$ cat config.mk
export PLATFORM = sky130hd
export DESIGN_NAME = fpu_top
export DESIGN_NICKNAME = d
export VERILOG_FILES = /design/src/rtl/fpu_pkg.sv /design/src/rtl/fpu_reg_file.sv /design/src/rtl/fpu_decode.sv /design/src/rtl/fpu_execute.sv /design/src/rtl/fpu_result.sv /design/src/rtl/fpu_top.sv
export VERILOG_INCLUDE_DIRS = /design/src /design/src/rtl
export SDC_FILE = /design/constraint.sdc
export NUM_CORES = 2
export LEC_CHECK = 0
export BUFFER_PORTS_ARGS = -buffer_cell sky130_fd_sc_hd__buf_2
export CAP_MARGIN = 20
export CORE_MARGIN = 2
export CORE_UTILIZATION = 35
export DETAILED_ROUTE_END_ITERATION = 8
export GPL_ROUTABILITY_DRIVEN = 0
export GPL_TIMING_DRIVEN = 0
export PLACE_DENSITY_LB_ADDON = 0.3
export REMOVE_ABC_BUFFERS = 1
export SETUP_SLACK_MARGIN = 0.1
export SLEW_MARGIN = 10
export SYNTH_ARGS = -nofsm -noshare
export SYNTH_HDL_FRONTEND = slang
export SYNTH_SLANG_ARGS = --single-unit
$ cat constraint.sdc
create_clock -name frf_rf -period 7.3 [get_ports frf_rf]
set_input_delay 0.73 -clock frf_rf [delete_from_list [all_inputs] [get_ports frf_rf]]
set_output_delay 0.73 -clock frf_rf [all_outputs]
set_load 0.02 [all_outputs]
$ cat src/rtl/fpu_cfg.svh
// --------------------------------------------------
// fpu configuration
// register count, canonical nan and op-fp encodings
// --------------------------------------------------
`ifndef FPU_CFG_SVH
`define FPU_CFG_SVH

`define FPU_NUM_REGS   32
`define FPU_CANON_NAN  32'h7fc00000   // quiet nan, positive, payload zero

// opcode of all op-fp words
`define FPU_OPC_OPFP   7'b1010011

// funct7 groups, funct3 picks the variant
`define FPU_F7_SGNJ    7'b0010000
`define FPU_F7_MINMAX  7'b0010100
`define FPU_F7_CMP     7'b1010000
`define FPU_F7_MVXW    7'b1110000     // fp reg -> int reg
`define FPU_F7_MVWX    7'b1111000     // int reg -> fp reg

`endif

$ cat src/rtl/fpu_pkg.sv
// --------------------------------------------------
// fpu package
// operation codes and the single precision word
// --------------------------------------------------
package fpu_pkg;

  // one code per supported op-fp instruction
  typedef enum logic [3:0] {
    FSGNJ,
    FSGNJN,
    FSGNJX,
    FMIN,
    FMAX,
    FEQ,
    FLT,
    FLE,
    MVXW,    // result goes to int side
    MVWX     // operand a is the int value
  } fp_op_e;

  // same 32 bits, either raw or split into ieee fields
  typedef union packed {
    logic [31:0] bits;
    struct packed {
      logic        sign;
      logic [7:0]  exponent;
      logic [22:0] mantissa;
    } fields;
  } fp32_word_u;

endpackage

$ cat src/rtl/fpu_reg_file.sv
// --------------------------------------------------
// fp register file
// 32 single precision regs plus busy scoreboard,
// two async read ports, one write port
// --------------------------------------------------
`include "fpu_cfg.svh"

module fpu_reg_file (
  input  logic        frf_rf,
  input  logic        rst_n,
  input  logic [4:0]  rs1_addr,
  input  logic [4:0]  rs2_addr,
  input  logic [4:0]  rd_addr,
  input  logic        mark_en,   // set busy at issue
  input  logic [4:0]  mark_rd,
  input  logic        wen,       // writeback, clears busy
  input  logic [4:0]  wrd,
  input  logic [31:0] wdata,
  output logic [31:0] rs1_data,
  output logic [31:0] rs2_data,
  output logic        rs1_busy,
  output logic        rs2_busy,
  output logic        rd_busy
);

  logic [`FPU_NUM_REGS-1:0][31:0] regs;
  logic [`FPU_NUM_REGS-1:0]       busy;   // one bit per reg, set = result pending

  always_ff @(posedge frf_rf or negedge rst_n) begin
    if (!rst_n) begin
      for (int i = 0; i < `FPU_NUM_REGS; i++) begin
        regs[i] <= `FPU_CANON_NAN;   // every reg starts as qnan
      end
      busy <= '0;
    end else begin
      if (wen) begin
        regs[wrd] <= wdata;
        busy[wrd] <= 1'b0;
      end
      // later assignment, so a new mark beats a retiring write
      if (mark_en) begin
        busy[mark_rd] <= 1'b1;
      end
    end
  end

  // reads see the old value during a write edge
  assign rs1_data = regs[rs1_addr];
  assign rs2_data = regs[rs2_addr];

  assign rs1_busy = busy[rs1_addr];
  assign rs2_busy = busy[rs2_addr];
  assign rd_busy  = busy[rd_addr];   // waw check for fp destinations

  // every writeback must retire something decode marked earlier
  a_wr_busy : assert property (@(posedge frf_rf) disable iff (!rst_n)
    wen |-> busy[wrd])
    else $error("writeback to reg %0d with busy bit clear", wrd);

endmodule

$ cat src/rtl/fpu_decode.sv
// --------------------------------------------------
// fpu decode
// splits the op-fp word, checks the scoreboard,
// stalls or issues operands to execute
// --------------------------------------------------
`include "fpu_cfg.svh"

module fpu_decode import fpu_pkg::*; (
  input  logic        frf_rf,
  input  logic        rst_n,
  input  logic        instr_valid,
  input  logic [31:0] instr,
  input  logic [31:0] int_operand,  // int rs1 for fmv.w.x
  input  logic [31:0] rs1_data,
  input  logic [31:0] rs2_data,
  input  logic        rs1_busy,
  input  logic        rs2_busy,
  input  logic        rd_busy,
  output logic [4:0]  rs1_addr,
  output logic [4:0]  rs2_addr,
  output logic [4:0]  rd_addr,
  output logic        mark_en,
  output logic [4:0]  mark_rd,
  output logic        issue_stall,
  output logic        illegal,
  output logic        iss_valid,
  output fp_op_e      iss_op,
  output logic [4:0]  iss_rd,
  output logic [31:0] iss_a,
  output logic [31:0] iss_b
);

  logic [6:0] opcode;
  logic [6:0] funct7;
  logic [2:0] funct3;
  fp_op_e     op;
  logic       legal;
  logic       use_rs1;   // fp source regs
  logic       use_rs2;
  logic       fp_rd;     // fp destination
  logic       issue;

  assign opcode   = instr[6:0];
  assign funct3   = instr[14:12];
  assign funct7   = instr[31:25];
  assign rd_addr  = instr[11:7];
  assign rs1_addr = instr[19:15];
  assign rs2_addr = instr[24:20];

  always_comb begin
    op    = FSGNJ;
    legal = 1'b0;
    if (opcode == `FPU_OPC_OPFP) begin
      case (funct7)
        `FPU_F7_SGNJ: begin
          legal = (funct3 <= 3'd2);
          op    = (funct3 == 3'd1) ? FSGNJN : (funct3 == 3'd2) ? FSGNJX : FSGNJ;
        end
        `FPU_F7_MINMAX: begin
          legal = (funct3 <= 3'd1);
          op    = funct3[0] ? FMAX : FMIN;
        end
        `FPU_F7_CMP: begin   // 2 feq, 1 flt, 0 fle
          legal = (funct3 <= 3'd2);
          op    = (funct3 == 3'd2) ? FEQ : (funct3 == 3'd1) ? FLT : FLE;
        end
        `FPU_F7_MVXW: begin  // funct3 1 would be fclass, not supported
          legal = (funct3 == 3'd0) && (rs2_addr == 5'd0);
          op    = MVXW;
        end
        `FPU_F7_MVWX: begin
          legal = (funct3 == 3'd0) && (rs2_addr == 5'd0);
          op    = MVWX;
        end
        default: ;
      endcase
    end
  end

  assign use_rs1 = (op != MVWX);
  assign use_rs2 = (op inside {FSGNJ, FSGNJN, FSGNJX, FMIN, FMAX, FEQ, FLT, FLE});
  assign fp_rd   = (op inside {FSGNJ, FSGNJN, FSGNJX, FMIN, FMAX, MVWX});

  // illegal words never stall, they just drain
  assign issue_stall = instr_valid && legal &&
                       ((use_rs1 && rs1_busy) || (use_rs2 && rs2_busy) || (fp_rd && rd_busy));
  assign issue       = instr_valid && !issue_stall;

  assign mark_en = issue && legal && fp_rd;
  assign mark_rd = rd_addr;

  always_ff @(posedge frf_rf or negedge rst_n) begin
    if (!rst_n) begin
      iss_valid <= 1'b0;
      illegal   <= 1'b0;
    end else begin
      iss_valid <= issue && legal;
      illegal   <= issue && !legal;   // one cycle pulse
    end
  end

  // issue payload, only loaded on a real issue
  always_ff @(posedge frf_rf) begin
    if (issue && legal) begin
      iss_op <= op;
      iss_rd <= rd_addr;
      iss_a  <= (op == MVWX) ? int_operand : rs1_data;
      iss_b  <= rs2_data;
    end
  end

  // a stalled word waits unchanged for its issue edge
  a_hold_on_stall : assert property (@(posedge frf_rf) disable iff (!rst_n)
    issue_stall |=> instr_valid && $stable(instr) && $stable(int_operand))
    else $error("instruction dropped or changed while issue was stalled");

endmodule

$ cat src/rtl/fpu_execute.sv
// --------------------------------------------------
// fpu execute
// stage 1 classifies operands and orders magnitudes,
// stage 2 selects sgnj / minmax / compare / move
// --------------------------------------------------
`include "fpu_cfg.svh"

module fpu_execute import fpu_pkg::*; (
  input  logic        frf_rf,
  input  logic        rst_n,
  input  logic        iss_valid,
  input  fp_op_e      iss_op,
  input  logic [4:0]  iss_rd,
  input  logic [31:0] iss_a,
  input  logic [31:0] iss_b,
  output logic        ex_valid,
  output logic        ex_op_fp,   // result goes to fp reg file
  output logic [4:0]  ex_rd,
  output logic [31:0] ex_data,
  output logic        ex_nv
);

  fp32_word_u a_w, b_w;
  logic       a_nan, a_snan, a_zero;
  logic       b_nan, b_snan, b_zero;
  logic       mag_lt, mag_eq;            // |a| vs |b|
  logic       s1_valid;
  fp_op_e     s1_op;
  logic [4:0] s1_rd;
  fp32_word_u s1_a, s1_b;
  logic       s1_a_nan, s1_a_snan, s1_a_zero;
  logic       s1_b_nan, s1_b_snan, s1_b_zero;
  logic       s1_mag_lt, s1_mag_eq;
  logic       any_nan, any_snan, both_zero;
  logic       ord_lt;                    // a < b, with -0 < +0
  logic       feq, flt, fle;

  // {nan, snan, zero}
  function automatic logic [2:0] classify(input fp32_word_u w);
    logic nan;
    nan = (w.fields.exponent == 8'hff) && (w.fields.mantissa != '0);
    return {nan, nan && !w.fields.mantissa[22],
            (w.fields.exponent == 8'h00) && (w.fields.mantissa == '0)};
  endfunction

  assign a_w = iss_a;
  assign b_w = iss_b;
  assign {a_nan, a_snan, a_zero} = classify(a_w);
  assign {b_nan, b_snan, b_zero} = classify(b_w);
  // exponent:mantissa orders like an unsigned int
  assign mag_lt = {a_w.fields.exponent, a_w.fields.mantissa} <
                  {b_w.fields.exponent, b_w.fields.mantissa};
  assign mag_eq = {a_w.fields.exponent, a_w.fields.mantissa} ==
                  {b_w.fields.exponent, b_w.fields.mantissa};

  always_ff @(posedge frf_rf or negedge rst_n) begin
    if (!rst_n) begin
      s1_valid <= 1'b0;
    end else begin
      s1_valid <= iss_valid;
    end
  end

  always_ff @(posedge frf_rf) begin
    if (iss_valid) begin
      s1_op     <= iss_op;
      s1_rd     <= iss_rd;
      s1_a      <= a_w;
      s1_b      <= b_w;
      s1_a_nan  <= a_nan;
      s1_a_snan <= a_snan;
      s1_a_zero <= a_zero;
      s1_b_nan  <= b_nan;
      s1_b_snan <= b_snan;
      s1_b_zero <= b_zero;
      s1_mag_lt <= mag_lt;
      s1_mag_eq <= mag_eq;
    end
  end

  assign any_nan   = s1_a_nan || s1_b_nan;
  assign any_snan  = s1_a_snan || s1_b_snan;
  assign both_zero = s1_a_zero && s1_b_zero;

  always_comb begin
    if (s1_a.fields.sign != s1_b.fields.sign)
      ord_lt = s1_a.fields.sign;             // negative below positive, -0 too
    else if (s1_a.fields.sign)
      ord_lt = !s1_mag_lt && !s1_mag_eq;     // both negative, bigger mag is lower
    else
      ord_lt = s1_mag_lt;
  end

  // compares, nan always false, +0 == -0
  assign feq = !any_nan && ((s1_mag_eq && (s1_a.fields.sign == s1_b.fields.sign)) || both_zero);
  assign flt = !any_nan && ord_lt && !both_zero;
  assign fle = !any_nan && (ord_lt || feq);

  always_comb begin
    ex_data = s1_a.bits;   // moves pass a through untouched
    ex_nv   = 1'b0;
    case (s1_op)
      FSGNJ:  ex_data = {s1_b.fields.sign, s1_a.bits[30:0]};
      FSGNJN: ex_data = {~s1_b.fields.sign, s1_a.bits[30:0]};
      FSGNJX: ex_data = {s1_a.fields.sign ^ s1_b.fields.sign, s1_a.bits[30:0]};
      FMIN, FMAX: begin
        if (s1_a_nan && s1_b_nan) ex_data = `FPU_CANON_NAN;
        else if (s1_a_nan) ex_data = s1_b.bits;   // single nan loses
        else if (s1_b_nan) ex_data = s1_a.bits;
        else if (ord_lt == (s1_op == FMIN)) ex_data = s1_a.bits;
        else ex_data = s1_b.bits;
        ex_nv = any_snan;   // qnan is quiet here
      end
      FEQ: begin
        ex_data = {31'd0, feq};
        ex_nv   = any_snan;
      end
      FLT: begin
        ex_data = {31'd0, flt};
        ex_nv   = any_nan;   // signaling compare
      end
      FLE: begin
        ex_data = {31'd0, fle};
        ex_nv   = any_nan;
      end
      default: ;
    endcase
  end

  assign ex_valid = s1_valid;
  assign ex_rd    = s1_rd;
  assign ex_op_fp = (s1_op inside {FSGNJ, FSGNJN, FSGNJX, FMIN, FMAX, MVWX});

  a_known_op : assert property (@(posedge frf_rf) disable iff (!rst_n)
    iss_valid |-> !$isunknown(iss_op))
    else $error("unknown op on issue bus");

endmodule

$ cat src/rtl/fpu_result.sv
// --------------------------------------------------
// fpu result stage
// registers execute output, writes fp regs or
// returns int result, keeps sticky nv flag
// --------------------------------------------------
module fpu_result (
  input  logic        frf_rf,
  input  logic        rst_n,
  input  logic        ex_valid,
  input  logic        ex_op_fp,
  input  logic [4:0]  ex_rd,
  input  logic [31:0] ex_data,
  input  logic        ex_nv,
  input  logic        clear_flags,
  output logic        wen,
  output logic [4:0]  wrd,
  output logic [31:0] wdata,
  output logic        fp_wb_valid,
  output logic [4:0]  fp_wb_rd,
  output logic [31:0] fp_wb_data,
  output logic        int_valid,
  output logic [4:0]  int_rd,
  output logic [31:0] int_data,
  output logic        fflags_nv
);

  logic [4:0]  res_rd;     // shared by both destinations
  logic [31:0] res_data;

  always_ff @(posedge frf_rf or negedge rst_n) begin
    if (!rst_n) begin
      fp_wb_valid <= 1'b0;
      int_valid   <= 1'b0;
      fflags_nv   <= 1'b0;
    end else begin
      fp_wb_valid <= ex_valid && ex_op_fp;
      int_valid   <= ex_valid && !ex_op_fp;
      if (clear_flags)
        fflags_nv <= 1'b0;   // clear beats a new set
      else if (ex_valid && ex_nv)
        fflags_nv <= 1'b1;
    end
  end

  always_ff @(posedge frf_rf) begin
    if (ex_valid) begin
      res_rd   <= ex_rd;
      res_data <= ex_data;
    end
  end

  // fp results go to the reg file and out at the same time
  assign wen        = fp_wb_valid;
  assign wrd        = res_rd;
  assign wdata      = res_data;
  assign fp_wb_rd   = res_rd;
  assign fp_wb_data = res_data;
  assign int_rd     = res_rd;   // x reg index for fmv.x.w / compares
  assign int_data   = res_data;

endmodule

$ cat src/rtl/fpu_top.sv
// --------------------------------------------------
// fpu top
// decode, fp register file, execute and result
// --------------------------------------------------
module fpu_top import fpu_pkg::*; (
  input  logic        frf_rf,
  input  logic        rst_n,
  input  logic        instr_valid,
  input  logic [31:0] instr,
  input  logic [31:0] int_operand,
  input  logic        clear_flags,
  output logic        issue_stall,
  output logic        illegal,
  output logic        fp_wb_valid,
  output logic [4:0]  fp_wb_rd,
  output logic [31:0] fp_wb_data,
  output logic        int_valid,
  output logic [4:0]  int_rd,
  output logic [31:0] int_data,
  output logic        fflags_nv
);

  logic [4:0]  rs1_addr, rs2_addr, rd_addr;
  logic [31:0] rs1_data, rs2_data;
  logic        rs1_busy, rs2_busy, rd_busy;
  logic        mark_en;
  logic [4:0]  mark_rd;
  logic        iss_valid;
  fp_op_e      iss_op;
  logic [4:0]  iss_rd;
  logic [31:0] iss_a, iss_b;
  logic        ex_valid, ex_op_fp, ex_nv;
  logic [4:0]  ex_rd;
  logic [31:0] ex_data;
  logic        wen;
  logic [4:0]  wrd;
  logic [31:0] wdata;

  fpu_decode u_decode (
    .frf_rf, .rst_n, .instr_valid, .instr, .int_operand,
    .rs1_data, .rs2_data, .rs1_busy, .rs2_busy, .rd_busy,
    .rs1_addr, .rs2_addr, .rd_addr, .mark_en, .mark_rd,
    .issue_stall, .illegal,
    .iss_valid, .iss_op, .iss_rd, .iss_a, .iss_b
  );

  fpu_reg_file u_reg_file (
    .frf_rf, .rst_n, .rs1_addr, .rs2_addr, .rd_addr,
    .mark_en, .mark_rd, .wen, .wrd, .wdata,
    .rs1_data, .rs2_data, .rs1_busy, .rs2_busy, .rd_busy
  );

  fpu_execute u_execute (
    .frf_rf, .rst_n, .iss_valid, .iss_op, .iss_rd, .iss_a, .iss_b,
    .ex_valid, .ex_op_fp, .ex_rd, .ex_data, .ex_nv
  );

  fpu_result u_result (
    .frf_rf, .rst_n, .ex_valid, .ex_op_fp, .ex_rd, .ex_data, .ex_nv, .clear_flags,
    .wen, .wrd, .wdata,
    .fp_wb_valid, .fp_wb_rd, .fp_wb_data,
    .int_valid, .int_rd, .int_data, .fflags_nv
  );

endmodule

-- Yosys cells after proc, flatten, opt, wreduce, memory -nomap -nowiden
Index checks and enable logic that the tools add are counted.
- input port bits: 68
- output and inout port bits: 79
- bits in registers: 1253
- bitwise operators: 5
- equal/unequal tests: 31
- $lt $le $gt $ge: 9
- reductions and logical operators: 63
- muxes and demuxes: 39
- operators by type and width (cell ; number):
    $bwmux 1024 ; 1
    $bmux 32 s5 ; 2
    $mux 32 ; 10
    $pmux 32 s7 ; 1
    $demux 32 s5 ; 1
    $logic_not 23->1 ; 2
    $reduce_bool 23->1 ; 2
    $and 32x32->32 ; 1
    $eq 4x3->1 const B ; 8
    $not 32->32 ; 1
    $or 32x32->32 ; 1
    $eq 31x31->1 ; 1
    $lt 31x31->1 ; 1
    $logic_and 1x1->1 ; 29
    $eq 7x7->1 const B ; 4
    $lt 5x6->1 const B ; 4
    $pmux 4 s5 ; 1
    $eq 4x2->1 const B ; 4
    $eq 8x8->1 const B ; 2
    $logic_not 8->1 ; 2
    $bmux 1 s5 ; 3
    $eq 7x5->1 const B ; 2
    $mux 4 ; 3
    $reduce_bool 6->1 ; 2
    other kinds (27) ; 59

-- Logic depth before layout (Yosys ltp)
- depth after elaboration: 16
- gate-level depth with buffers: 10

-- Hierarchy
A second synthesis with hierarchy kept.
- cell total of the unflattened synthesis: 5452
- area, all modules: 67121.9 um2
- by module, submodules not included (module ; sequential area each (um2) ; instances ; area an instance (um2) ; cells an instance):
    fpu_reg_file ; 26785.7 ; 1 ; 58054.4 ; 4826
    fpu_execute ; 2457.4 ; 1 ; 4159.0 ; 323
    fpu_decode ; 2242.2 ; 1 ; 3134.3 ; 184
    fpu_result ; 1186.1 ; 1 ; 1774.2 ; 119

-- Least setup slack after synthesis
Ideal clock, no wire load.
- path type: in2reg
- start point: input port instr[17]
- end point: register u_decode.iss_a[0] (enable)
- arrival time: 5.637 ns
- data required time: 6.786 ns
- setup slack: 1.149 ns
- library setup time: 0.514 ns
- buffers on the path: 1
- cell stages on the path: 7
- cells stage by stage: buf_2 -> mux4_2 -> mux4_2 -> mux2i_1 -> o22ai_1 -> a21oi_1 -> nor2b_1
- longest elaborated chain between the ends: 9
- ends and longest elaborated chain (element ; RTL line ; RTL):
    start, declared ; fpu_top.sv:9 ; input logic [31:0] instr,
    $bmux 1 s5 ; fpu_reg_file.sv:51 ; assign rs1_busy = busy[rs1_addr];
    $mux 1 (implied by the code) ; fpu_reg_file.sv:51 ;
    $logic_and 1x1->1 ; fpu_decode.sv:86 ; ((use_rs1 && rs1_busy) || (use_rs2 && rs2_busy) || (fp_rd && rd_busy));
    $logic_or 1x1->1 (2 in a row) ; fpu_decode.sv:86 ;
    $logic_and 1x1->1 ; fpu_decode.sv:85 ; assign issue_stall = instr_valid && legal &&
    $logic_not 1->1 ; fpu_decode.sv:87 ; assign issue = instr_valid && !issue_stall;
    $logic_and 1x1->1 ; fpu_decode.sv:87 ;
    $logic_and 1x1->1 ; fpu_decode.sv:104 ; if (issue && legal) begin
    end signal, assigned ; fpu_decode.sv:107 ; iss_a <= (op == MVWX) ? int_operand : rs1_data;
    end, declared ; fpu_decode.sv:29 ; output logic [31:0] iss_a,
Every way passes these cells. The select of a mux whose other input is x is not followed.
A chain may end at the register's enable or synchronous reset.

-- Final worst setup path
- start point: input port instr[15]
- end point: output port issue_stall
- longest elaborated chain between the ends: 6
- ends and longest elaborated chain (element ; RTL line ; RTL):
    $bmux 1 s5 ; fpu_reg_file.sv:51 ;
    $mux 1 (implied by the code) ; fpu_reg_file.sv:51 ;
    $logic_and 1x1->1 ; fpu_decode.sv:86 ;
    $logic_or 1x1->1 (2 in a row) ; fpu_decode.sv:86 ;
    $logic_and 1x1->1 ; fpu_decode.sv:85 ;
    end, declared ; fpu_top.sv:12 ; output logic issue_stall,
Every way passes these cells. The select of a mux whose other input is x is not followed.

==> metrics.cfg <==
[logic_synthesis]
synth_cell_types = 65
synth.area.top_cells = dfrtp_1 30%, mux4_2 23%, mux2_2 18%
ys.flop_type = dfrtp_1
seq_area_frac_synth_pct = 50.3
syn-instance-count = 3968
yosysTopAreaCellShare_pct = 29.8
avgSynthCellArea_um2 = 16.4
synth_edf_count = 191
synth_seq_cells = 1253
synth-async-reset-ratio_pct = 84.8
netlist_area_um2 = 65000
ys_warn_count = 0
synth_top_area_cell = dfrtp_1

[clocking]
tritoncts = done
root_buffer = clkbuf_16
cts_resized = 0
post_cts_buffers = 0
ctsHoldBuffers = 1
clk_pin_slew_ns = 0.06
cts_num_sinks = 1253
cts_buffers = 136
clockBufferDepth = 3
htreeDepth = 4
clk_latency_ns = 0.78

[global_route]
gr-max-usage-layer = met2
grt_pass1_vias = 39500
use_met1_pct = 27.4
grt_max_degree = 148
grt_usage_pct = 20.8
met3_usage_pct = 2.72
grt_pass1_wl_um = 287000
overflow = 0
met2_usage_pct = 35.3
antenna_found_initial = 2

[sta]
setup_viol = 0
clock_skew_ns = 0.0205
hold_viol_final = 0
rsz0062_at_grt = no
post-route-period-util_pct = 73.6
max_slew_margin_pct = 28.6
tightestPinTransition_ns = 1.07
setup-tns-final_ns = 0
slew_violations = 0
fmax_mhz = 186
min_period_ns = 5.38
fin_hold_ws_ns = 0.110

[setup_path]
cp.required_ns = 6.57
crit_path_end_kind = primary output
arrival_ns = 4.65
worst-path-max-fanout = 54
start_kind = primary input
path_class = in -> out

[power_and_ir_drop]
p_leak_nw = 31.8
cellPowerDensity_nw_per_um2 = 201
ir_drop_mv = 0.180
total_power_w = 0.0151

[floorplanning]
rows = 158
start_util_pct = 35.1
die_h_um = 435
die_w_um = 435
dieArea_um2 = 189000
coreArea_um2 = 185000
ioPinCount = 147

[detailed_routing]
vias_per_cell = 5.81
ant_nets = 0
wl_per_cell_um = 30.1
drt-pass1-iter-count = 5
route.vias.total = 38100
wirelength_um = 197000
drtIter0Drc = 3053
drcViolationCount = 0

[finish]
multi_input_area_um2 = 30700
n_fill_cell = 16700
drive_gt1_share_pct = 63.2
final_nets = 4061
synthToLayoutAreaGrowth_pct = 15.7
antenna_cells = 0
regArea_um2 = 32700

[flow_run]
drv_cap = 0

[place]
io_buffers = 146
dp_hpwl_um = 123000

[outcome]
status = finished clean

[hold_path]
hold_class = in -> reg

-- per-layer routing --
layer / vias up / share of wire [%]
met5: - / 0.0066
li1: 15600 / -
met1: 21100 / 42
met2: 1075 / 51
met3: 310 / 4.4
met4: 2 / 3.3
-- cell families (layout without fill, tap and decap cells) --
logic type | count (synthesis) | after routing | synth area share, %
compound gates | 180 | 180 | 2.07
mux | 1767 | 1767 | 41.9
buf+inv | 456 | 565 | 3.04
flops | 1253 | 1253 | 50.3
xor+xnor | 1 | 1 | 0.0135
fa+ha+maj | 31 | 31 | 0.597
simple gates | 280 | 280 | 2.11
-- synth_stat cells (all sizes together) (2+ instances only) --
library cell	n
mux2	1058
dfrtp	774
mux4	657
dfstp	288
clkbuf	277
edfxtp	191
buf	137
nand2	102
nor2	68
mux2i	52
a21oi	50
inv	39
o21ai	37
o31ai	32
ha	31
a22o	21
nor4	18
nand4	12
nor3	10
nand3	9
nor2b	9
nor3b	9
a21o	8
a22oi	7
and3	7
nand2b	7
nand3b	6
o22ai	5
a31oi	4
and3b	4
or2	4
and2	3
clkdlybuf4s25	3
or3b	3
a221o	2
and2b	2
and4	2
o21bai	2
-- cell type report --
type                       instances  area share [%]
timing repair buffer             273            5.16
clock buffer                     182            5.14
multi-input combinational       2259            40.8
sequential                      1253            43.5
tap                             2480            4.13
clock inverter                    71            1.15
inverter                          39           0.195
-- metrics by stage --
stage	worst slack, ns	cell area [um^2]	cells	utilization [%]
final	1.92	75200	6557	40.6
after floorplan	0.431	63200	3551	-
after CTS	1.82	74800	6537	40.4
after global routing	1.62	75200	6557	40.6
after detailed placement	1.08	70100	6283	37.9
after global placement	-18.65	67000	6177	36.2
-- critical path, cell delays in order --
cell and delay, ns:
buf_8 0.29, buf_16 0.36, buf_16 0.43, buf_16 0.37, mux4_2 0.57, mux4_2 0.47
mux2i_1 0.37, o22ai_4 0.35, a21oi_1 0.27, nor2_1 0.06, buf_2 0.16
-- power by group --
part           switching (W)  total (W)  internal [W]
Combinational       0.000419   0.000630      0.000212
Clock                0.00299    0.00737       0.00438
Sequential      0.0000000542    0.00708       0.00708
Total                0.00341     0.0151        0.0117
-- flip-flops by register name, summed over array words and instances (netlist names), 4 cells and up --
name / count
u_decode.iss_op: 4
u_result.fp_wb_data: 32
u_result.fp_wb_rd: 5
u_decode.iss_b: 32
u_execute.s1_b: 32
u_execute.s1_a: 32
u_decode.iss_a: 32
u_reg_file.busy: 32
u_reg_file.regs: 1024
u_execute.ex_rd: 5
u_decode.iss_rd: 5
u_execute.s1_op: 4
-- final timing paths --
| kind | startpoint | to | slack (ns) | depth (start not counted) |
|---|---|---|---|---|
| worst max-delay path | instr[15] | issue_stall | 1.92 | 11 |
| worst min-delay path | clear_flags | u_result.fflags_nv | 0.11 | 2 |
| worst max register to register | u_reg_file.busy[13] | u_decode.iss_b[10] | 3.29 | 9 |
| worst min register to register | u_execute.ex_rd[4] | u_result.fp_wb_rd[4] | 0.42 | 0 |
| max in group asynchronous | rst_n | u_reg_file.busy[19] | 4.30 | 5 |
| min in group asynchronous | rst_n | u_reg_file.regs[836] | 0.55 | 2 |
-- cells in the final DEF (no fill, tap or decap), types with 52 or more instances in the layout --
| master | count |
|---|---|
| buf_16 | 80 |
| dfstp_2 | 288 |
| nor2_1 | 52 |
| mux2i_1 | 52 |
| dfrtp_1 | 772 |
| mux2_2 | 1058 |
| edfxtp_1 | 191 |
| nand2_1 | 86 |
| clkbuf_16 | 147 |
| buf_2 | 136 |
| mux4_2 | 657 |
Note: power is estimated with default switching activity, not from simulation.
